**config.mk**
```make
export PLATFORM = sky130hd
export DESIGN_NAME = registerFile
export DESIGN_NICKNAME = d
export VERILOG_FILES = /design/src/source/registerFile.sv
export VERILOG_INCLUDE_DIRS = /design/src /design/src/source
export SDC_FILE = /design/constraint.sdc
export NUM_CORES = 2
export LEC_CHECK = 0
export CAP_MARGIN = 30
export CORE_MARGIN = 1
export CORE_UTILIZATION = 24
export CTS_CLUSTER_DIAMETER = 100
export DETAILED_ROUTE_END_ITERATION = 7
export DONT_BUFFER_PORTS = 1
export GPL_TIMING_DRIVEN = 0
export HOLD_SLACK_MARGIN = 0.08
export PLACE_DENSITY = 0.39
export SLEW_MARGIN = 20
export SYNTH_ARGS = -nofsm -noshare
export SYNTH_HDL_FRONTEND = slang
export SYNTH_SLANG_ARGS = --single-unit
```
**constraint.sdc**
```tcl
create_clock -name Clock -period 2.8 [get_ports Clock]
set_input_delay 0.56 -clock Clock [delete_from_list [all_inputs] [get_ports Clock]]
set_output_delay 0.56 -clock Clock [all_outputs]
set_load 0.005 [all_outputs]
```
**src/source/miniCore_config.svh**
```systemverilog
`ifndef MINICORE_CONFIG_SVH
`define MINICORE_CONFIG_SVH

`define DATA_WIDTH          32
`define REG_ADDR_WIDTH      5
`define RESET_SETTLE_CYCLES 3
`define DECODE_CYCLES       4
`define REG_WRITE_CYCLES    1
`define PC_WRITE_CYCLES     1
`define MUL_CYCLES          9
`define DIV_CYCLES          7
`define MOD_CYCLES          9
`define LINK_REGISTER       31

`endif

```
**src/source/registerFile.sv**
```systemverilog
`default_nettype none

`include "miniCore_config.svh"

module registerFile (
    input  logic                       Clock,
    input  logic                       arstN,
    input  logic [`REG_ADDR_WIDTH-1:0] readAddrA,
    input  logic [`REG_ADDR_WIDTH-1:0] readAddrB,
    input  logic [`REG_ADDR_WIDTH-1:0] writeAddr,
    input  logic [`DATA_WIDTH-1:0]     writeData,
    input  logic                       writeEnable,
    output logic [`DATA_WIDTH-1:0]     readDataA,
    output logic [`DATA_WIDTH-1:0]     readDataB
);
    localparam int RegCount = 1 << `REG_ADDR_WIDTH;

    logic [`DATA_WIDTH-1:0] registers [RegCount];

    always_ff @(posedge Clock or negedge arstN) begin
        if (!arstN) begin
            for (int i = 0; i < RegCount; i++) begin
                registers[i] <= '0;
            end
        end else if (writeEnable && writeAddr != '0) begin
            registers[writeAddr] <= writeData;
        end
    end

    // Register 0 is hardwired to zero
    assign readDataA = (readAddrA == '0) ? '0 : registers[readAddrA];
    assign readDataB = (readAddrB == '0) ? '0 : registers[readAddrB];

endmodule

`default_nettype wire

```
==> summary.txt <==
Setup CP Type -> in2out
Largest net degree at the start of global routing -> 214
Sw Ratio -> 0.2979
Chip Height -> 478.0 µm
Crit path capture type -> output port
Crit path max fanout -> 10
Flip-flop count of the largest register after layout -> 1024
Status -> complete, but fails checks
Post-synthesis cell area -> 54370 µm²
Initial core utilization -> 0.2418
Max-slew violations -> 0
Largest stage delay, worst path -> 0.39 ns
Post-DP HPWL -> 172.6 mm
Critical path's most frequent cell -> buf_8
DR WL/cell -> 34.24 µm
Finished Layout Cells -> 6954
Crit path launch type -> input pin
RSZ-0062 raised after global routing -> yes
Core area -> 224900 µm²
Max_cap viols -> 0
Hold crit path type -> in2reg
DRC violations left -> 0
Final-layout fill cell count -> 22330
Antenna viol nets, final -> 0
Register area share after synthesis -> 0.4713
Vias per inst -> 5.123
Inst Count DP -> 6648
Crit-path cells -> buf_8 > buf_12 > clkbuf_4 > buf_8 > mux4_2 > a22oi_2 > a311oi_2 > buf_4
Area growth syn-to-layout -> 24.03%
Pre-CTS setup slack -> -1.933 ns
Worst Skew -> 0 ns
Clock Path Buffers -> 3
CP bufs+invs -> 5
Worst-margin pin slew -> 0.9824 ns
Switching pwr -> 13.90 mW
Vias in the first global route -> 37120
Most flops, register -> registers
Top delay family on crit path -> buffers and inverters
Leakage power -> 27.54 nW
Net Count, Synth -> 3671
Worst vdd ir -> 0.5135 mV
First-pass GRT wire length -> 329.9 mm
Internal power -> 32.78 mW
Clk root buf -> clkbuf_16
Setup TNS Final -> -4.524 ns
GRT Total Usage -> 0.2082
CTS buffer count -> 118
Post-synth ARST share -> 1.000
Initial antenna violation count -> 21
IO Port Bufs -> 0
Critical path arrival -> 2.47 ns
Routed wire length -> 238.1 mm
GP Congestion -> 0.9031
CTS tree -> yes
Share of layout cells above drive strength 1 -> 0.5978
Initial DRC count -> 2630
Clk pwr share -> 0.345
Synthesis-stage register bit count -> 1024
Die area -> 228400 µm²
Number of flops mapped to enable cells by yosys -> 0
Fin. Hold Viols -> 0
Fin nets -> 3899
H-tree levels -> 3
Avg Cell Area, Syn -> 15.02 µm²
# setup viols final -> 48
Cell variety after synth -> 35
Biggest regs -> registers (1024)
Setup WS post-layout -> -0.2296 ns
Worst-path clk slew -> 0.06 ns
Failing checks -> setup timing
Logic gate share of total power -> 0.233
Worst skew pair latency -> 0.75 ns
Post-synth top flop -> dfrtp_1
Mapped Cells -> 3621
Tot Pwr -> 46.68 mW
# IOs -> 114
Clock Sink Count -> 1024
Critical path's slowest cell -> a22oi_2
PD cells -> 692.2 nW/µm²
Via count -> 35620
CP Data Required Time -> 2.24 ns
Row count -> 174
YS warnings -> 0
Fin crit share -> 1.082
Worst slew margin -> 0.3451
Fin crit period -> 3.030 ns
Initial DRT Pass Iterations -> 5
Max Clk Rate -> 0.3301 GHz
Die W -> 478.0 µm
Remaining Overflow, GRT -> 0
Reg power frac -> 0.422
[layer usage]
layer | GRT usage | up-vias | part of all wire
met5 | 0 | - | 0.000097
met1 | 0.2830 | 19760 | 0.44
met4 | 0.09871 | 4 | 0.052
li1 | - | 14510 | -
met3 | 0.02546 | 348 | 0.043
met2 | 0.3289 | 1006 | 0.46
[cell families after synthesis]
group	after synthesis	synth area share
buffers and inverters	434	0.03631
flip-flops	1024	0.4713
AO/OA/AOI/OAI	366	0.04842
AND/OR/NAND/NOR	165	0.01611
multiplexers	1632	0.4279
[repair_timing]
action                                  CTS  global route
endpoints found under the hold margin   241           106
setup buffers                            36             5
hold buffers                             32             1
pin swaps                               123            57
gates resized for setup                 840           131
endpoints found under the setup margin   64            63
[power groups by stage]
stage	combinational, mW	sequential (mW)	clock, mW
detailed placement	9.36	19.9	0
global placement	8.79	19.8	0
floorplan	6.50	19.1	0
finish	10.9	19.7	16.1
CTS	10.6	19.6	16.5
global route	11.4	20.1	17.1
[per-stage QoR]
stage	utilization	hold WS, ns	area [µm²]
global placement	0.2584	0.4169	58110
CTS	0.2972	-0.03417	66850
detailed placement	0.2611	0.4642	58720
global route	0.2998	0.2528	67420
floorplan	-	0.2644	54370
finish	0.2999	0.2546	67440
[worst min-delay path, cell delays in order]
cell     delay, ns
nand2_1       0.08
nor4_2        0.10
mux2_2        0.23
[cells in the mapped netlist (all sizes together), types with 3 or more instances]
cell type     n  area share
a22oi        64      0.0088
clkbuf      225       0.016
a211oi       64      0.0088
or3           3     0.00035
mux2i       128       0.024
a221oi       46      0.0074
nor2b        71      0.0082
a311oi       64       0.010
nand2b        5     0.00058
buf         207       0.021
nor3          3     0.00028
nor2         19      0.0013
o21ai       110       0.010
mux2       1056        0.22
o2111ai      18      0.0029
nand2        49      0.0034
nand4b        3     0.00048
mux4        448        0.19
dfrtp      1024        0.47
[final timing paths]
kind                       cells after the start  slack (ns)                        start                     endpoint
max                                            8       -0.23                 readAddrA[2]                readDataA[12]
min                                            3        0.25                 writeAddr[3]   registers[575]$_DFFE_PN0P_
max reg2reg                                    2        1.89   registers[790]$_DFFE_PN0P_   registers[790]$_DFFE_PN0P_
min reg2reg                                    1        0.48  registers[1000]$_DFFE_PN0P_  registers[1000]$_DFFE_PN0P_
max in group asynchronous                      4        0.21                        arstN   registers[154]$_DFFE_PN0P_
min in group asynchronous                      2        0.43                        arstN   registers[839]$_DFFE_PN0P_
[area by class of cell]
type	count	area (µm²)	area share
clock inverter	35	381.6	0.005659
tap	2992	3744	0.05551
timing repair buffer	111	1309	0.01941
clock buffer	184	3556	0.05273
sequential	1024	25620	0.3800
antenna	14	35.03	0.0005195
inverter	2	7.507	0.0001113
buffer	429	3299	0.04893
multi-input combinational	2163	29480	0.4372
[cells in the final DEF, fill, tap and decap left out, drive strengths merged, types with 71 or more instances in the layout]
master  instances
o21ai         110
dfrtp        1024
buf           293
mux2         1056
mux4          448
clkbuf        398
nor2b          71
mux2i         128
Power figures use the tool's default switching activity.
