$ cat src/source/miniCore_config.svh
`ifndef MINICORE_CONFIG_SVH
`define MINICORE_CONFIG_SVH

`define DATA_WIDTH          32
`define REG_ADDR_WIDTH      5
`define RESET_SETTLE_CYCLES 3
`define DECODE_CYCLES       4
`define REG_WRITE_CYCLES    1
`define PC_WRITE_CYCLES     1
`define MUL_CYCLES          9
`define DIV_CYCLES          7
`define MOD_CYCLES          9
`define LINK_REGISTER       31

`endif

$ cat src/source/isaPkg.sv
`default_nettype none

`include "miniCore_config.svh"

package isaPkg;

    // Primary opcode in bits 31:26
    typedef enum logic [5:0] {
        opAlu   = 6'h00,
        opJump  = 6'h02,
        opJal   = 6'h03,
        opBeq   = 6'h04,
        opAddi  = 6'h08,
        opLoad  = 6'h23,
        opStore = 6'h2b
    } opcodeT;

    // Function code in bits 5:0 of register-register words
    typedef enum logic [5:0] {
        fnMul = 6'h18,
        fnDiv = 6'h1a,
        fnMod = 6'h1b,
        fnAdd = 6'h20,
        fnSub = 6'h22,
        fnAnd = 6'h24,
        fnOr  = 6'h25,
        fnSlt = 6'h2a
    } functT;

    typedef struct packed {
        opcodeT                     opcode;
        functT                      funct;
        logic [`REG_ADDR_WIDTH-1:0] rd;
        logic [`REG_ADDR_WIDTH-1:0] rs;
        logic [`REG_ADDR_WIDTH-1:0] rt;
        logic [15:0]                immediate;
        logic [25:0]                jumpTarget;
    } decodedInstrT;

endpackage

`default_nettype wire

$ cat src/source/instructionDecoder.sv
`default_nettype none

`include "miniCore_config.svh"

module instructionDecoder (
    input  logic                   Clock,
    input  logic                   arstN,
    input  logic [`DATA_WIDTH-1:0] instrData,
    input  logic                   instrReady,
    output isaPkg::decodedInstrT   instr
);
    import isaPkg::*;

    decodedInstrT fields;

    always_comb begin
        fields.opcode     = opcodeT'(instrData[31:26]);
        fields.rs         = instrData[25:21];
        fields.rt         = instrData[20:16];
        fields.rd         = instrData[15:11];
        fields.immediate  = instrData[15:0];
        fields.jumpTarget = instrData[25:0];
        // Address and immediate sums go through the adder
        if (fields.opcode == opAlu) begin
            fields.funct = functT'(instrData[5:0]);
        end else begin
            fields.funct = fnAdd;
        end
    end

    // Held until the next fetch completes
    always_ff @(posedge Clock or negedge arstN) begin
        if (!arstN) begin
            instr <= '0;
        end else if (instrReady) begin
            instr <= fields;
        end
    end

endmodule

`default_nettype wire

$ cat config.mk
export PLATFORM = sky130hd
export DESIGN_NAME = instructionDecoder
export DESIGN_NICKNAME = d
export VERILOG_FILES = /design/src/source/isaPkg.sv /design/src/source/instructionDecoder.sv
export VERILOG_INCLUDE_DIRS = /design/src /design/src/source
export SDC_FILE = /design/constraint.sdc
export NUM_CORES = 1
export LEC_CHECK = 0
export BUFFER_PORTS_ARGS = -buffer_cell sky130_fd_sc_hd__buf_2
export CORE_ASPECT_RATIO = 1.5
export CORE_UTILIZATION = 35
export DETAILED_ROUTE_END_ITERATION = 7
export PLACE_DENSITY = 0.7
export SYNTH_ARGS = -nofsm -noshare
export SYNTH_HDL_FRONTEND = slang
export SYNTH_SLANG_ARGS = --single-unit
$ cat constraint.sdc
create_clock -name Clock -period 1.8 [get_ports Clock]
set_clock_uncertainty 0.05 [all_clocks]
set_input_delay 0.09 -clock Clock [delete_from_list [all_inputs] [get_ports Clock]]
set_output_delay 0.09 -clock Clock [all_outputs]
set_load 0.005 [all_outputs]
==> results.toml <==
[logic_synthesis]
synth_top_area_cell = "dfrtp_1"
ys_seq_elements = 38
syn_inst = 132
synth_warnings = 0
syn_area_um2 = 1670
synth.avg_cell_area_um2 = 12.7
synth.distinct_cells = 13
synth-seq-area-share_pct = 56.8
syn_nets = 167
netlist.area_leader.share_pct = 56.8
ys_top_cells_by_area = "dfrtp_1 (57%), mux2_2 (18%), buf_4 (14%)"

[die]
die_h_um = 86.7
fp.dieArea_um2 = 5070
rows = 30
dieWidth_um = 58.5
initial_utilization_pct = 36.9
io-pin-count = 104
core_area_um2 = 4540

[worst_setup_path]
cp-startpoint = "instrData[26]"
crit_arrival_ns = 1.79
path_class = "input pin to register"
crit_slowest_cell = "or4_1"
cp-start-kind = "input pin"
reg2reg_from = "instr[37]$_DFFE_PN0P_"
max_stage_delay_ns = 0.64
cp_max_fo = 6
cp_data_required_time_ns = 1.92
regToRegSetupSlack_ns = 0.97
cp-end-kind = "register"
path_cells = "dlygate4sd3_1 > buf_2 > or4_1 > o32a_1"

[hold_path]
hold_path_startpoint = "instrData[3]"
hold_class = "input pin to register"

[sta]
slew_headroom_pct = 68.7
timing.fmax_mhz = 599
setup_viol = 0
rsz0062_at_grt = "false"
setup_tns_ns = 0
min_period_ns = 1.67
fin_crit_sh_pct = 92.7
slew_viol_final = 0
finalHoldViolCount = 0
worst_slew_pin_slew_ns = 0.470

[power]
p_sw_uw = 474
p_comb_share_pct = 18.0
ir_drop_v = 0.000510
p_per_area_nw_per_um2 = 842
p_int_mw = 1.59
sw_frac_of_total_pct = 22.9
p_total_mw = 2.07
leakage_nw = 1.23
clockPowerShare_pct = 35.0
pwr-share-seq_pct = 47.1

[run_status]
status = "completed"

[grt]
grt_pass1_wl_mm = 5.75
grt-ovfl-total = 0
antenna_found_initial = 0
grtUsageTotal_pct = 15.2
grt_pass1_vias = 1258
grt_max_degree = 39

[clocking]
clkSinkCount = 38
cts_buffer_depth = 2
htreeDepth = 2
clkLatencyLatePin_ns = 0.28
cts_tree = "built"
cts_made_buffers = 5
root_buffer = "clkbuf_8"
cts.clk_slew.worst_paths_ns = 0.08

[routing]
first_pass_iters = 4
num_vias = 1318
antenna_left = 0
wl_per_cell_um = 12.3
vias_per_cell = 4.38
first_iter_violations = 17
wl_mm = 3.71
drc_errors = 0

[cells_and_area]
area_growth_pct = 46.7
regMostFlops = "instr"
reg_top3 = "instr (38)"
final_cell_mix = "buf_2 (103), dfrtp_1 (38), dlygate4sd3_1 (31), mux2_2 (27), inv_1 (10)"
num_antenna_cells = 0
nFillCells = 418
largest_register_ffs = 38
drive_gt1_share_pct = 59.1
layout_commonest_cell = "buf_2"
fin_nets = 272

[placed_design]
dp_hpwl_mm = 2.50
io_buffers = 103
gp_congestion = 0.726

[flow_run]
cap_viol_max_count = 0
Yosys cell counts:
master,count
nand2b_1,1
buf_4,31
o32ai_1,5
o32a_1,1
or2_2,1
inv_1,10
dfrtp_1,38
or4_1,1
mux2_2,27
clkbuf_1,3
buf_2,4
nand2_1,5
o21ai_0,5
metrics by stage:
stage / cell area, um^2 / worst slack [ns] / hold WS [ns] / utilization, % / cells
after global placement: 2030 / 0.399 / 0.115 / 44.8 / 263
after floorplan: 1670 / 0.559 / -0.256 / - / 132
after CTS: 2450 / 0.147 / 0.000430 / 53.9 / 300
final: 2460 / 0.131 / 0.0151 / 54.1 / 301
after detailed placement: 2030 / 0.390 / 0.121 / 44.8 / 263
after global routing: 2460 / 0.112 / 0.0130 / 54.1 / 301
path summary, 6_finish.rpt:
| check | endpoint | cells past startpoint |
|---|---|---|
| min in group asynchronous | instr[28]$_DFFE_PN0P_ | 3 |
| max in group asynchronous | instr[33]$_DFFE_PN0P_ | 3 |
| setup / recovery | instr[62]$_DFFE_PN0P_ | 4 |
| hold / removal | instr[29]$_DFFE_PN0P_ | 3 |
| setup reg to reg | instr[37]$_DFFE_PN0P_ | 1 |
| hold reg to reg | instr[63]$_DFFE_PN0P_ | 1 |
critical path, delay by kind of cell:
family                 cells  cell delay [ns]
AOI/OAI and AO/OA          1             0.39
buffers and inverters      2             0.67
and+or+nand+nor            1             0.64
logic make-up (layout without fill, tap and decap cells):
kind of cell / after synthesis / in the layout / synth area share (%)
DFF: 38 / 38 / 56.8
AOI/OAI and AO/OA: 11 / 11 / 4.71
buffers and inverters: 48 / 153 / 18.0
and+or+nand+nor: 8 / 8 / 2.32
muxes: 27 / 27 / 18.2
power by group through the flow:
| stage | Combinational [mW] | Sequential, mW | Clock (mW) |
|---|---|---|---|
| 3_5_place_dp | 0.323 | 0.990 | 0 |
| 4_1_cts | 0.373 | 0.974 | 0.745 |
| 5_1_grt | 0.410 | 0.985 | 0.782 |
| 3_3_place_gp | 0.319 | 0.988 | 0 |
| 2_1_floorplan | 0.200 | 0.997 | 0 |
| 6_report | 0.372 | 0.974 | 0.723 |
per-layer routing:
metal	share of wire, %	GRT usage [%]	vias to the layer above
met5	0	0	-
met4	1.8	7.36	0
met3	5.0	3.88	5
met2	58	27.4	50
met1	35	15.9	649
li1	-	-	614
final cells by class:
cell class                      count  area [um^2]  share of cell area, %
Sequential cell                    38          951                   38.7
Timing Repair Buffer              136          853                   34.7
Multi-Input combinational cell     46          422                   17.2
Clock buffer                        6         82.6                   3.36
Tap cell                           64         80.1                   3.26
Inverter                           10         37.5                   1.53
Clock inverter                      1         30.0                   1.22
timing repair:
action                    4_1_cts  5_1_grt
hold endpoints to repair       67        1
hold buffers                   30        1
setup buffers                   0        0
resized for setup               0        0
(Power assumes the default switching activity.)
