[src/source/miniCore_config.svh]
`ifndef MINICORE_CONFIG_SVH
`define MINICORE_CONFIG_SVH

`define DATA_WIDTH          32
`define REG_ADDR_WIDTH      5
`define RESET_SETTLE_CYCLES 3
`define DECODE_CYCLES       4
`define REG_WRITE_CYCLES    1
`define PC_WRITE_CYCLES     1
`define MUL_CYCLES          9
`define DIV_CYCLES          7
`define MOD_CYCLES          9
`define LINK_REGISTER       31

`endif

[src/source/isaPkg.sv]
`default_nettype none

`include "miniCore_config.svh"

package isaPkg;

    // Primary opcode in bits 31:26
    typedef enum logic [5:0] {
        opAlu   = 6'h00,
        opJump  = 6'h02,
        opJal   = 6'h03,
        opBeq   = 6'h04,
        opAddi  = 6'h08,
        opLoad  = 6'h23,
        opStore = 6'h2b
    } opcodeT;

    // Function code in bits 5:0 of register-register words
    typedef enum logic [5:0] {
        fnMul = 6'h18,
        fnDiv = 6'h1a,
        fnMod = 6'h1b,
        fnAdd = 6'h20,
        fnSub = 6'h22,
        fnAnd = 6'h24,
        fnOr  = 6'h25,
        fnSlt = 6'h2a
    } functT;

    typedef struct packed {
        opcodeT                     opcode;
        functT                      funct;
        logic [`REG_ADDR_WIDTH-1:0] rd;
        logic [`REG_ADDR_WIDTH-1:0] rs;
        logic [`REG_ADDR_WIDTH-1:0] rt;
        logic [15:0]                immediate;
        logic [25:0]                jumpTarget;
    } decodedInstrT;

endpackage

`default_nettype wire

[src/source/controlPkg.sv]
`default_nettype none

package controlPkg;

    typedef enum logic [3:0] {
        stReset,
        stFetch,
        stDecode,
        stExecute,
        stAluWrite,
        stWbJump,
        stWbStore,
        stWbLoad,
        stWbReg
    } seqStateT;

    // Levels from the sequencer to the datapath and the memory ports
    typedef struct packed {
        logic regWrite;
        logic aluStart;
        logic aluWrite;
        logic fetchRequest;
        logic loadRequest;
        logic storeRequest;
        logic pcWrite;
        logic decode;
    } controlStrobesT;

endpackage

`default_nettype wire

[src/source/controlUnit.sv]
`default_nettype none

`include "miniCore_config.svh"

module controlUnit (
    input  logic                       Clock,
    input  logic                       arstN,
    input  isaPkg::decodedInstrT       instr,
    input  logic                       instrReady,
    input  logic                       loadDone,
    input  logic                       storeDone,
    output controlPkg::controlStrobesT strobes
);
    import isaPkg::*;
    import controlPkg::*;

    localparam int CountWidth = 8;

    seqStateT              state;
    logic [CountWidth-1:0] count;
    logic                  countDone;

    // Execute length by function code; non-ALU words arrive as fnAdd
    function automatic logic [CountWidth-1:0] executeCycles(functT funct);
        case (funct)
            fnMul:   return CountWidth'(`MUL_CYCLES);
            fnDiv:   return CountWidth'(`DIV_CYCLES);
            fnMod:   return CountWidth'(`MOD_CYCLES);
            default: return CountWidth'(1);
        endcase
    endfunction

    assign countDone = (count == '0);

    always_ff @(posedge Clock or negedge arstN) begin
        if (!arstN) begin
            state <= stReset;
            count <= CountWidth'(`RESET_SETTLE_CYCLES);
        end else begin
            case (state)
                stReset: begin
                    // Settle time before the first fetch
                    if (countDone) begin
                        state <= stFetch;
                    end else begin
                        count <= count - CountWidth'(1);
                    end
                end
                stFetch: begin
                    if (instrReady) begin
                        state <= stDecode;
                        count <= CountWidth'(`DECODE_CYCLES - 1);
                    end
                end
                stDecode: begin
                    if (countDone) begin
                        state <= stExecute;
                        count <= executeCycles(instr.funct) - CountWidth'(1);
                    end else begin
                        count <= count - CountWidth'(1);
                    end
                end
                stExecute: begin
                    if (countDone) begin
                        state <= stAluWrite;
                    end else begin
                        count <= count - CountWidth'(1);
                    end
                end
                stAluWrite: begin
                    // Writeback path by opcode
                    case (instr.opcode)
                        opJump, opJal, opBeq: begin
                            state <= stWbJump;
                            count <= CountWidth'(`PC_WRITE_CYCLES - 1);
                        end
                        opStore: state <= stWbStore;
                        opLoad:  state <= stWbLoad;
                        default: begin
                            state <= stWbReg;
                            count <= CountWidth'(`REG_WRITE_CYCLES - 1);
                        end
                    endcase
                end
                stWbLoad: begin
                    if (loadDone) begin
                        state <= stWbReg;
                        count <= CountWidth'(`REG_WRITE_CYCLES - 1);
                    end
                end
                stWbStore: begin
                    if (storeDone) begin
                        state <= stFetch;
                    end
                end
                stWbJump, stWbReg: begin
                    if (countDone) begin
                        state <= stFetch;
                    end else begin
                        count <= count - CountWidth'(1);
                    end
                end
                default: state <= stFetch;
            endcase
        end
    end

    always_comb begin
        strobes.fetchRequest = (state == stFetch);
        strobes.decode       = (state == stDecode);
        strobes.aluStart     = (state == stExecute);
        strobes.aluWrite     = (state == stAluWrite);
        strobes.loadRequest  = (state == stWbLoad);
        strobes.storeRequest = (state == stWbStore);
        // Link register is written while jal executes
        strobes.regWrite     = (state == stWbReg)
                             || (state == stExecute && instr.opcode == opJal);
        // High in the final writeback cycle only
        strobes.pcWrite      = ((state == stWbJump || state == stWbReg) && countDone)
                             || (state == stWbStore && storeDone);
    end

endmodule

`default_nettype wire

[config.mk]
export PLATFORM = sky130hd
export DESIGN_NAME = controlUnit
export DESIGN_NICKNAME = d
export VERILOG_FILES = /design/src/source/isaPkg.sv /design/src/source/controlPkg.sv /design/src/source/controlUnit.sv
export VERILOG_INCLUDE_DIRS = /design/src /design/src/source
export SDC_FILE = /design/constraint.sdc
export NUM_CORES = 1
export LEC_CHECK = 0
export BUFFER_PORTS_ARGS = -buffer_cell sky130_fd_sc_hd__buf_2
export CAP_MARGIN = 20
export CELL_PAD_IN_SITES_DETAIL_PLACEMENT = 1
export CELL_PAD_IN_SITES_GLOBAL_PLACEMENT = 2
export CORE_MARGIN = 1.5
export CORE_UTILIZATION = 22
export DETAILED_ROUTE_END_ITERATION = 10
export PLACE_DENSITY = 0.93
export SLEW_MARGIN = 30
export SYNTH_ARGS = -nofsm -noshare
export SYNTH_HDL_FRONTEND = slang
export SYNTH_SLANG_ARGS = --single-unit
[constraint.sdc]
create_clock -name Clock -period 4.83 [get_ports Clock]
set_clock_uncertainty 0.05 [all_clocks]
set_input_delay 0.966 -clock Clock [delete_from_list [all_inputs] [get_ports Clock]]
set_output_delay 0.966 -clock Clock [all_outputs]
set_load 0.005 [all_outputs]
==> impl_results.md <==
* DP Wirelength at 2290 um
* Final Instance Area at 1300 sq um
* Number of global-route vias before repair at 1124
* Number of nets in the layout at 226
* CTS Buf Count at 3
* Library cells used by synthesis at 49
* Highest clock rate at 311 MHz
* Synth-to-layout area growth at 19.9%
* Syn Std Cell Area at 1090 sq um
* Switch Pwr at 0.483 mW
* Slew @ Worst Pin at 626 ps
* Final Hold Violating Endpoints at 0
* Core ar. at 4750 sq um
* Top cell family by delay on the critical path: simple AND/OR/NAND/NOR gates
* # hold bufs at CTS at 0
* Min cycle time layout at 3210 ps
* Post-synth top area share at 23.0%
* Number of max-slew violations in the final report at 0
* Endpoint class of the critical path: output port
* # diodes at 0
* WL/cell at 13.9 um
* Cell Chain, Critical Path: inv_1, ha_1, nor3b_1, nand2_1, o31ai_1, buf_2
* Tcrit/Tclk final at 66.6%
* FF-to-FF setup slack at 2150 ps
* Max-slew headroom at 58.2%
* Worst Path Required at 3810 ps
* Seq cells post-synth at 12
* Clock sinks at 12
* Vias per std cell at 4.85
* Met3 wire len at 75 um
* DRT Pass-1 Iters at 4
* First-pass GRT wire length at 5190 um
* Commonest non-fill, non-tap cell in the layout: buf_2
* Port Buffers at 24
* CP max FO at 7
* Register area share after synthesis at 27.9%
* Post_cts resized at 0
* # setup viols final at 0
* Final core occ at 27.4%
* Initial DRC count at 31
* H-tree Lvls at 1
* Area contributors post-synth: dfrtp_1 23%, o21ai_0 5.1%, dfstp_2 4.8%, inv_1 3.8%, nand3_1 2.8%
* Most frequent cells in the layout: 24 x buf_2, 11 x inv_1, 11 x o21ai_0, 10 x dfrtp_1, 8 x nand2_1
* Clock latency on the worst-skew pair at 250 ps
* CTS tree: yes
* CP startpoint kind: register
* Max stage delay on crit path at 540 ps
* Grt total ovfl at 0
* CP max stage cell: nor3b_1
* Die Width at 73.3 um
* WS Path Type: reg2out
* CTS max path bufs at 2
* Via Count at 1052
* Ys flop type: dfrtp_1
* WHS at 485 ps
* Clk slew on worst S/H paths at 50 ps
* Met2 wire length at 1400 um
* Pwr/cell area at 735 nW/um^2
* Routed length on met1 at 1490 um
* Sw frac at 50.4%
* Fill cells at 607
* Syn Nets at 204
* Peak supply drop at 0.224 mV
* Synth area leader: dfrtp_1
* Non-Filler Instances at 217
* Yosys warning count at 0
* Final worst slack at 1620 ps
* Setup tns final at 0 ps
* Dpl cells at 213
* Largest net degree at the start of global routing at 19
* Arrival time at the worst endpoint at 2200 ps
* Placer Congestion at 0.781
* RSZ-0062 raised after global routing: no
* Proportion of power drawn by combinational gates at 62.3%
* Synth Instances at 129
* Remaining antenna violation count at 0
* Post-synth EDFFs at 0
* Row count at 25
* Placed inst area at 1260 sq um
* Layout cells sized above 1 at 26.0%
* Ys async rst share at 100%
* Vert. Die Dim at 73.3 um
* Setup bufs post-CTS at 0
* Initial antenna violation count at 0
* Clock power frac at 10.3%
* Remaining DRCs at 0
* Flop pwr share at 27.4%
* Post-layout power at 0.958 mW
* Die ar. at 5370 sq um
* Dpl ws at 1880 ps
* Bufs and invs on worst path at 2
* Hold Path Class: reg2reg
* Status: finished clean
* Total routed wirelength at 3020 um
* Leak at 0.542 nW
* Internal cell power at 0.475 mW
* I/O pin cnt at 82
* Avg Cell Area, Syn at 8.42 sq um
* Max-cap check violation count at 0
* Uppermost layer routed: met4
* Starting density of the core at 22.8%
* Root Buffer: clkbuf_8
* GRT Util Overall at 12.4%
==> worst min-delay path: stages, from the launching register on <==
cell	delay, ps
dfstp_2	370
inv_1	70
a22oi_1	80
==> area by class of cell <==
cell class / instances / area [sq um] / share of cell area, %
clock buffer: 4 / 45.0 / 3.46
multi-input combinational: 99 / 709 / 54.5
sequential: 12 / 303 / 23.2
inverter: 11 / 41.3 / 3.17
tap: 67 / 83.8 / 6.44
timing repair buffer: 24 / 120 / 9.22
==> cell usage after synthesis (2+ instances only) <==
cell type  count
nand3_1        6
nor2b_1        4
nand2b_1       3
a21oi_1        5
o31ai_1        3
o2bb2ai_1      2
mux2_2         2
clkbuf_1       4
o22ai_1        3
nand2_1        8
nor3b_1        2
o2111ai_1      2
xnor2_1        2
buf_2          2
nor3_1         4
and2_1         2
a211oi_1       2
o2111a_1       2
nor4bb_1       3
o21ai_0       11
dfrtp_1       10
inv_1         11
nor4_1         3
nor2_1         6
o21a_1         2
dfstp_2        2
==> metal layers <==
layer	track usage, %	up-vias
met2	20.3	18
met3	2.19	5
met5	0	-
met1	16.0	497
li1	-	532
met4	5.45	0
==> path summary, 6_finish.rpt <==
check,depth (start not counted),start,to
hold / removal,2,count[1]$_DFFE_PN1P_,count[1]$_DFFE_PN1P_
setup reg to reg,7,count[0]$_DFFE_PN1P_,state[3]$_DFFE_PN0P_
setup / recovery,6,count[0]$_DFFE_PN1P_,strobes[1]
min in group asynchronous,1,arstN,state[0]$_DFFE_PN0P_
hold reg to reg,2,count[1]$_DFFE_PN1P_,count[1]$_DFFE_PN1P_
max in group asynchronous,1,arstN,count[0]$_DFFE_PN1P_
==> cells by family after synthesis <==
group / Yosys count / share of synthesized area (%)
flops: 12 / 27.9
xor+xnor: 2 / 1.61
compound gates: 42 / 29.3
simple gates: 51 / 30.3
mux: 3 / 3.00
buf+inv: 18 / 6.80
fa+ha+maj: 1 / 1.15
==> power by group through the flow <==
stage                     sequential [mW]  clock (mW)  combinational (mW)
final                               0.263      0.0985               0.597
after global routing                0.275       0.106               0.670
after CTS                           0.260       0.101               0.601
after detailed placement            0.260           0               0.597
after global placement              0.258           0               0.588
after floorplan                     0.193           0               0.517
==> sequential cells by signal (all words and copies together) (netlist names) <==
name and flops:
count 8, state 4
Note: power is estimated with default switching activity, not from simulation.
