==> src/source/miniCore_config.svh <==
`ifndef MINICORE_CONFIG_SVH
`define MINICORE_CONFIG_SVH

`define DATA_WIDTH          32
`define REG_ADDR_WIDTH      5
`define RESET_SETTLE_CYCLES 3
`define DECODE_CYCLES       4
`define REG_WRITE_CYCLES    1
`define PC_WRITE_CYCLES     1
`define MUL_CYCLES          9
`define DIV_CYCLES          7
`define MOD_CYCLES          9
`define LINK_REGISTER       31

`endif

==> src/source/isaPkg.sv <==
`default_nettype none

`include "miniCore_config.svh"

package isaPkg;

    // Primary opcode in bits 31:26
    typedef enum logic [5:0] {
        opAlu   = 6'h00,
        opJump  = 6'h02,
        opJal   = 6'h03,
        opBeq   = 6'h04,
        opAddi  = 6'h08,
        opLoad  = 6'h23,
        opStore = 6'h2b
    } opcodeT;

    // Function code in bits 5:0 of register-register words
    typedef enum logic [5:0] {
        fnMul = 6'h18,
        fnDiv = 6'h1a,
        fnMod = 6'h1b,
        fnAdd = 6'h20,
        fnSub = 6'h22,
        fnAnd = 6'h24,
        fnOr  = 6'h25,
        fnSlt = 6'h2a
    } functT;

    typedef struct packed {
        opcodeT                     opcode;
        functT                      funct;
        logic [`REG_ADDR_WIDTH-1:0] rd;
        logic [`REG_ADDR_WIDTH-1:0] rs;
        logic [`REG_ADDR_WIDTH-1:0] rt;
        logic [15:0]                immediate;
        logic [25:0]                jumpTarget;
    } decodedInstrT;

endpackage

`default_nettype wire

==> src/source/controlPkg.sv <==
`default_nettype none

package controlPkg;

    typedef enum logic [3:0] {
        stReset,
        stFetch,
        stDecode,
        stExecute,
        stAluWrite,
        stWbJump,
        stWbStore,
        stWbLoad,
        stWbReg
    } seqStateT;

    // Levels from the sequencer to the datapath and the memory ports
    typedef struct packed {
        logic regWrite;
        logic aluStart;
        logic aluWrite;
        logic fetchRequest;
        logic loadRequest;
        logic storeRequest;
        logic pcWrite;
        logic decode;
    } controlStrobesT;

endpackage

`default_nettype wire

==> src/source/executionUnit.sv <==
`default_nettype none

`include "miniCore_config.svh"

module executionUnit (
    input  logic                       Clock,
    input  logic                       arstN,
    input  isaPkg::decodedInstrT       instr,
    input  logic [`DATA_WIDTH-1:0]     operandA,
    input  logic [`DATA_WIDTH-1:0]     operandB,
    input  controlPkg::controlStrobesT strobes,
    output logic [`DATA_WIDTH-1:0]     result,
    output logic                       branchTaken
);
    import isaPkg::*;

    logic [`DATA_WIDTH-1:0] immExtended;
    logic [`DATA_WIDTH-1:0] secondOperand;
    logic [`DATA_WIDTH-1:0] aluValue;

    assign immExtended = {{(`DATA_WIDTH-16){instr.immediate[15]}}, instr.immediate};

    always_comb begin
        case (instr.opcode)
            opAddi, opLoad, opStore: secondOperand = immExtended;
            default:                 secondOperand = operandB;
        endcase
    end

    always_comb begin
        case (instr.funct)
            fnSub:   aluValue = operandA - secondOperand;
            fnAnd:   aluValue = operandA & secondOperand;
            fnOr:    aluValue = operandA | secondOperand;
            fnSlt:   aluValue = {{(`DATA_WIDTH-1){1'b0}},
                                 ($signed(operandA) < $signed(secondOperand))};
            fnMul:   aluValue = operandA * secondOperand;
            // Divide by zero gives all ones, modulo by zero the dividend
            fnDiv:   aluValue = (secondOperand == '0) ? '1 : operandA / secondOperand;
            fnMod:   aluValue = (secondOperand == '0) ? operandA : operandA % secondOperand;
            default: aluValue = operandA + secondOperand;
        endcase
    end

    always_ff @(posedge Clock or negedge arstN) begin
        if (!arstN) begin
            result      <= '0;
            branchTaken <= 1'b0;
        end else if (strobes.aluWrite) begin
            result      <= aluValue;
            branchTaken <= (instr.opcode == opBeq) && (operandA == operandB);
        end
    end

endmodule

`default_nettype wire

==> config.mk <==
export PLATFORM = sky130hd
export DESIGN_NAME = executionUnit
export DESIGN_NICKNAME = d
export VERILOG_FILES = /design/src/source/isaPkg.sv /design/src/source/controlPkg.sv /design/src/source/executionUnit.sv
export VERILOG_INCLUDE_DIRS = /design/src /design/src/source
export SDC_FILE = /design/constraint.sdc
export NUM_CORES = 2
export LEC_CHECK = 0
export CAP_MARGIN = 25
export CORE_ASPECT_RATIO = 1.2
export CORE_MARGIN = 1.5
export CORE_UTILIZATION = 60
export DETAILED_ROUTE_END_ITERATION = 16
export DONT_BUFFER_PORTS = 1
export GPL_TIMING_DRIVEN = 0
export PLACE_DENSITY = 0.84
export SYNTH_ARGS = -nofsm -noshare
export SYNTH_HDL_FRONTEND = slang
export SYNTH_SLANG_ARGS = --single-unit
==> constraint.sdc <==
create_clock -name Clock -period 1.6 [get_ports Clock]
set_input_delay 0.16 -clock Clock [delete_from_list [all_inputs] [get_ports Clock]]
set_output_delay 0.16 -clock Clock [all_outputs]
set_load 0.02 [all_outputs]
==> out/results.tsv, run 1 <==
stage	metric	value	unit
logic_synthesis	yosys_warnings	0	
logic_synthesis	syn_nets	8719	
logic_synthesis	synth_seq_cells	33	
logic_synthesis	syn_inst	7428	
clocking	cts_buffer_depth	2	
outcome	firstError	[ERROR GRT-0232] Routing congestion too high. Check the congestion heatmap in the GUI.	
die	rows	118	
sta	crit_endpoint	result[30]$_DFFE_PN0P_/D	
sta	worst_endpoint_kind	register data pin	
grt	globalRouteOverflowTotal	488	
placed_design	gp_congestion	1.18	
logic_synthesis	yosysUniqueCellTypes	98	
placed_design	port_buffers	0	
die	die_h	328	µm
logic_synthesis	async_flop_share	1.00	
logic_synthesis	syn_area_per_cell	7.10	µm²
clocking	clkSinkCount	33	
placed_design	pre_cts_slack	-82.27	ns
outcome	haltStage	global routing	
logic_synthesis	ys_seq_area_frac	0.0157	
clocking	cts_htree_levels	2	
clocking	cts-root-buf	clkbuf_16	
logic_synthesis	ys.flop_type	dfrtp_1	
logic_synthesis	synth-edff-count	0	
placed_design	dp.cells	8620	
logic_synthesis	netlist_area	52700	µm²
die	io_pins	176	
die	die_x	274	µm
placed_design	place_hpwl	217000	µm
clocking	cts_buffers	5	
grt	grt_max_degree	45	
die	start_util	0.608	
grt	grt_usage	0.840	
outcome	status	stopped before the end	
[synth_stat cells, types with 160 or more instances]
library cell / count / area [µm²]
nor3_1: 160 / 801
a21o_1: 179 / 1340
ha_1: 737 / 9220
inv_1: 732 / 2750
xor2_1: 181 / 1590
fa_1: 411 / 8230
nor2_1: 714 / 2680
a21oi_1: 551 / 2760
xnor2_1: 305 / 2670
nand2_1: 994 / 3730
o21ai_0: 405 / 2030
clkbuf_1: 255 / 957
[cells by family after synthesis]
group                      count (synthesis)  synth area share
DFF                                       33            0.0157
muxes                                     88            0.0179
AOI/OAI and AO/OA                       2139             0.268
adders and majority gates               1148             0.331
and+or+nand+nor                         2491             0.212
buffers and inverters                   1043            0.0747
xor gates and xnor gates                 486            0.0807
[metal layers]
layer / GRT usage / GRT overflow
met5: 0.455 / 3
met4: 0.829 / 140
met3: 0.728 / 51
met2: 0.970 / 265
met1: 0.838 / 29
[what timing repair did]
| item | 4_1_cts |
|---|---|
| hold buffers | 2 |
| setup endpoints to repair | 33 |
| pin swaps | 227 |
| resized for setup | 472 |
| gates cloned | 3 |
| endpoints found under the hold margin | 33 |
| setup buffers | 301 |
[through the flow]
step	cell area, µm²	util	TNS (ns)	hold WS (ns)
3_5_place_dp	57400	0.663	-2622.16	-0.135
4_1_cts	62500	0.722	-2072.30	0.185
2_1_floorplan	55100	-	-1929.21	-0.136
3_3_place_gp	56600	0.653	-2614.34	-0.135
==> run 2: changes to the inputs <==
--- a/config.mk
+++ b/config.mk
@@ -7,13 +7,12 @@
 export NUM_CORES = 2
 export LEC_CHECK = 0
 export CAP_MARGIN = 25
-export CORE_ASPECT_RATIO = 1.2
 export CORE_MARGIN = 1.5
-export CORE_UTILIZATION = 60
+export CORE_UTILIZATION = 40
 export DETAILED_ROUTE_END_ITERATION = 16
 export DONT_BUFFER_PORTS = 1
 export GPL_TIMING_DRIVEN = 0
-export PLACE_DENSITY = 0.84
+export PLACE_DENSITY_LB_ADDON = 0.15
 export SYNTH_ARGS = -nofsm -noshare
 export SYNTH_HDL_FRONTEND = slang
 export SYNTH_SLANG_ARGS = --single-unit
==> run 2 against run 1 <==
The flow now finishes, with violations (setup timing). Synthesized cell count is the same. Area after synthesis is the same.
==> out/results.tsv, run 2 <==
stage	metric	value	unit
layout	largest_reg_flops	32	
layout	top_regs	result x32, branchTaken x1	
logic_synthesis	netlist_area	52700	µm²
setup_path	path_class	in2reg	
placed_design	place_hpwl	227000	µm
die	die_h	366	µm
grt	grt_usage	0.416	
logic_synthesis	synth.area.top_cells	ha_1, fa_1, nand2_1	
routing	drtAntennaViolNets	0	
power	p_seq_frac	0.016	
sta	maxSlewHeadroom	0.0744	
sta	worst_slack	-64.94	ns
clocking	clkSinkCount	33	
sta	rsz0062_at_grt	yes	
power	p_per_area	1460	nW/µm²
layout	stdcell_count	9917	
grt	antenna_found_initial	33	
logic_synthesis	syn_area_per_cell	7.10	µm²
power	p_total	101	mW
layout	multi_input_comb_area	54400	µm²
setup_path	startpoint_type	input port	
layout	stdcell_area	69500	µm²
outcome	violations	setup timing	
setup_path	crit_arrival	66.79	ns
logic_synthesis	synth-edff-count	0	
logic_synthesis	ys_seq_area_frac	0.0157	
sta	fin_crit_sh	41.6	
power	p_int	42.3	mW
logic_synthesis	synth_common_cells	nand2_1, ha_1, inv_1, nor2_1, a21oi_1	
placed_design	port_buffers	0	
clocking	cts_htree_levels	2	
routing	wl	295000	µm
setup_path	worstSetupEndpointType	flip-flop	
clocking	cts.clk_slew.worst_paths	0.07	ns
power	power_leakage	31.2	nW
logic_synthesis	yosys_warnings	0	
layout	mostFrequentLayoutCells	nand2_1, inv_1, nor2_1, ha_1, buf_4	
routing	first_pass_iters	8	
grt	globalRouteOverflowTotal	0	
routing	drtIter0Drc	7396	
grt	grt_max_degree	45	
clocking	cts_tree	done	
placed_design	gp_congestion	1.08	
layout	finalCoreUtilization	0.530	
routing	vias_per_cell	6.44	
placed_design	dp.cells	9239	
clocking	clk_latency	0.31	ns
setup_path	cp_data_required_time	1.85	ns
setup_path	path_max_fanout	10	
clocking	cts_buffers	5	
die	rows	133	
clocking	cts-root-buf	clkbuf_16	
die	start_util	0.402	
power	p_sw	59.1	mW
sta	finalClockSkew	0	ns
sta	finalSetupTns	-2072.18	ns
grt	first_global_vias	59985	
logic_synthesis	syn_nets	8719	
layout	seq_area	826	µm²
min_path	hold_path.class	in2reg	
setup_path	r2r_slack	-0.07	ns
routing	drc	0	
layout	final_common_cell	nand2_1	
layout	regMostFlops	result	
die	die_x	366	µm
sta	worstMarginPinSlew	1.35	ns
placed_design	place_area	58300	µm²
logic_synthesis	async_flop_share	1.00	
die	core-area	131000	µm²
logic_synthesis	ys.flop_type	dfrtp_1	
die	dieArea	134000	µm²
layout	fillCellCount	12789	
job	drv_cap	0	
logic_synthesis	yosysUniqueCellTypes	98	
logic_synthesis	synth.most_common_cell	nand2_1	
grt	grt_pass1_wl	414000	µm
placed_design	pre_cts_slack	-85.53	ns
power	p_clk_frac	0.012	
setup_path	cp_num_buf_inv	64	
layout	drive_gt1_frac	0.223	
setup_path	cpMostUsedCell	ha_4	
logic_synthesis	synth_seq_cells	33	
setup_path	slowest_stage	or4_4	
logic_synthesis	synth_largest_area_cell	ha_1	
outcome	status	complete, but fails checks	
sta	timing_hold_violations_final	0	
clocking	cts_buffer_depth	2	
sta	drv_slew	0	
sta	fmax	15.0	MHz
layout	synthToLayoutAreaGrowth	31.9	%
power	swShare	0.583	
sta	holdWs	0.200	ns
power	irDropWorstVdd	2.79	mV
setup_path	max_stage_delay	0.55	ns
sta	setup_viol	33	
routing	vias	63870	
die	io_pins	176	
sta	layout_min_cycle_time	66.54	ns
logic_synthesis	syn_inst	7428	
power	comb_power_share	0.972	
layout	final_net_count	9413	
routing	routedWlPerCell	29.8	µm
setup_path	cpLargestDelayFamily	compound AO/OA/AOI/OAI gates	
logic_synthesis	synth_top_area_frac	0.175	
[run 2: tightest hold or removal path, stage by stage]
cell	delay, ns
nor4b_1	0.06
nor3_2	0.17
a311oi_1	0.07
[run 2: power groups by stage]
stage | clock network [mW] | logic (mW) | registers (mW)
after global routing | 1.20 | 106 | 1.62
after CTS | 1.16 | 93.2 | 1.60
final | 1.18 | 98.6 | 1.63
after global placement | 0 | 86.1 | 1.62
after floorplan | 0 | 71.9 | 1.43
after detailed placement | 0 | 88.7 | 1.61
[run 2: area by class of cell]
type / count / share of cell area
antenna: 39 / 0.00140
buffer: 288 / 0.0412
clock buffer: 7 / 0.00219
clock inverter: 1 / 0.0000720
inverter: 743 / 0.0405
multi-input combinational: 6353 / 0.783
sequential: 33 / 0.0119
tap: 1755 / 0.0316
timing repair buffer: 698 / 0.0884
[run 2: repair_timing]
| action | 4_1_cts | 5_1_grt |
|---|---|---|
| setup endpoints to repair | 33 | 33 |
| gates cloned | 4 | 14 |
| pin swaps | 291 | 333 |
| buffers inserted | 380 | 246 |
| resized for setup | 616 | 536 |
| hold buffers | 2 | 0 |
| hold endpoints to repair | 33 | 0 |
[run 2: logic make-up (layout without fill, tap and decap cells)]
logic type | Yosys count | count (layout) | share of synthesized area
flops | 33 | 33 | 0.0157
mux | 88 | 88 | 0.0179
buf+inv | 1043 | 1737 | 0.0747
fa+ha+maj | 1148 | 1148 | 0.331
simple gates | 2491 | 2491 | 0.212
other cells | 0 | 39 | 0
compound gates | 2139 | 2140 | 0.268
xor+xnor | 486 | 486 | 0.0807
[run 2: final timing paths]
kind | startpoint | cells after the start | to
hold reg to reg | result[8] | 2 | result[8]
max in group asynchronous | arstN | 2 | result[27]
setup / recovery | instr[63] | 325 | result[30]
setup reg to reg | result[21] | 4 | result[21]
min in group asynchronous | arstN | 2 | result[26]
hold / removal | instr[59] | 3 | result[0]
[run 2: routing by layer]
metal  part of all wire  up-vias  track usage  wire, µm
met5            0.00051        -            0       152
met4              0.083       24        0.270     24500
met2               0.41     4112        0.611    120000
met3               0.13     1124        0.124     37400
met1               0.38    30930        0.526    113000
li1                   -    27680            -         -
(Power assumes the default switching activity.)
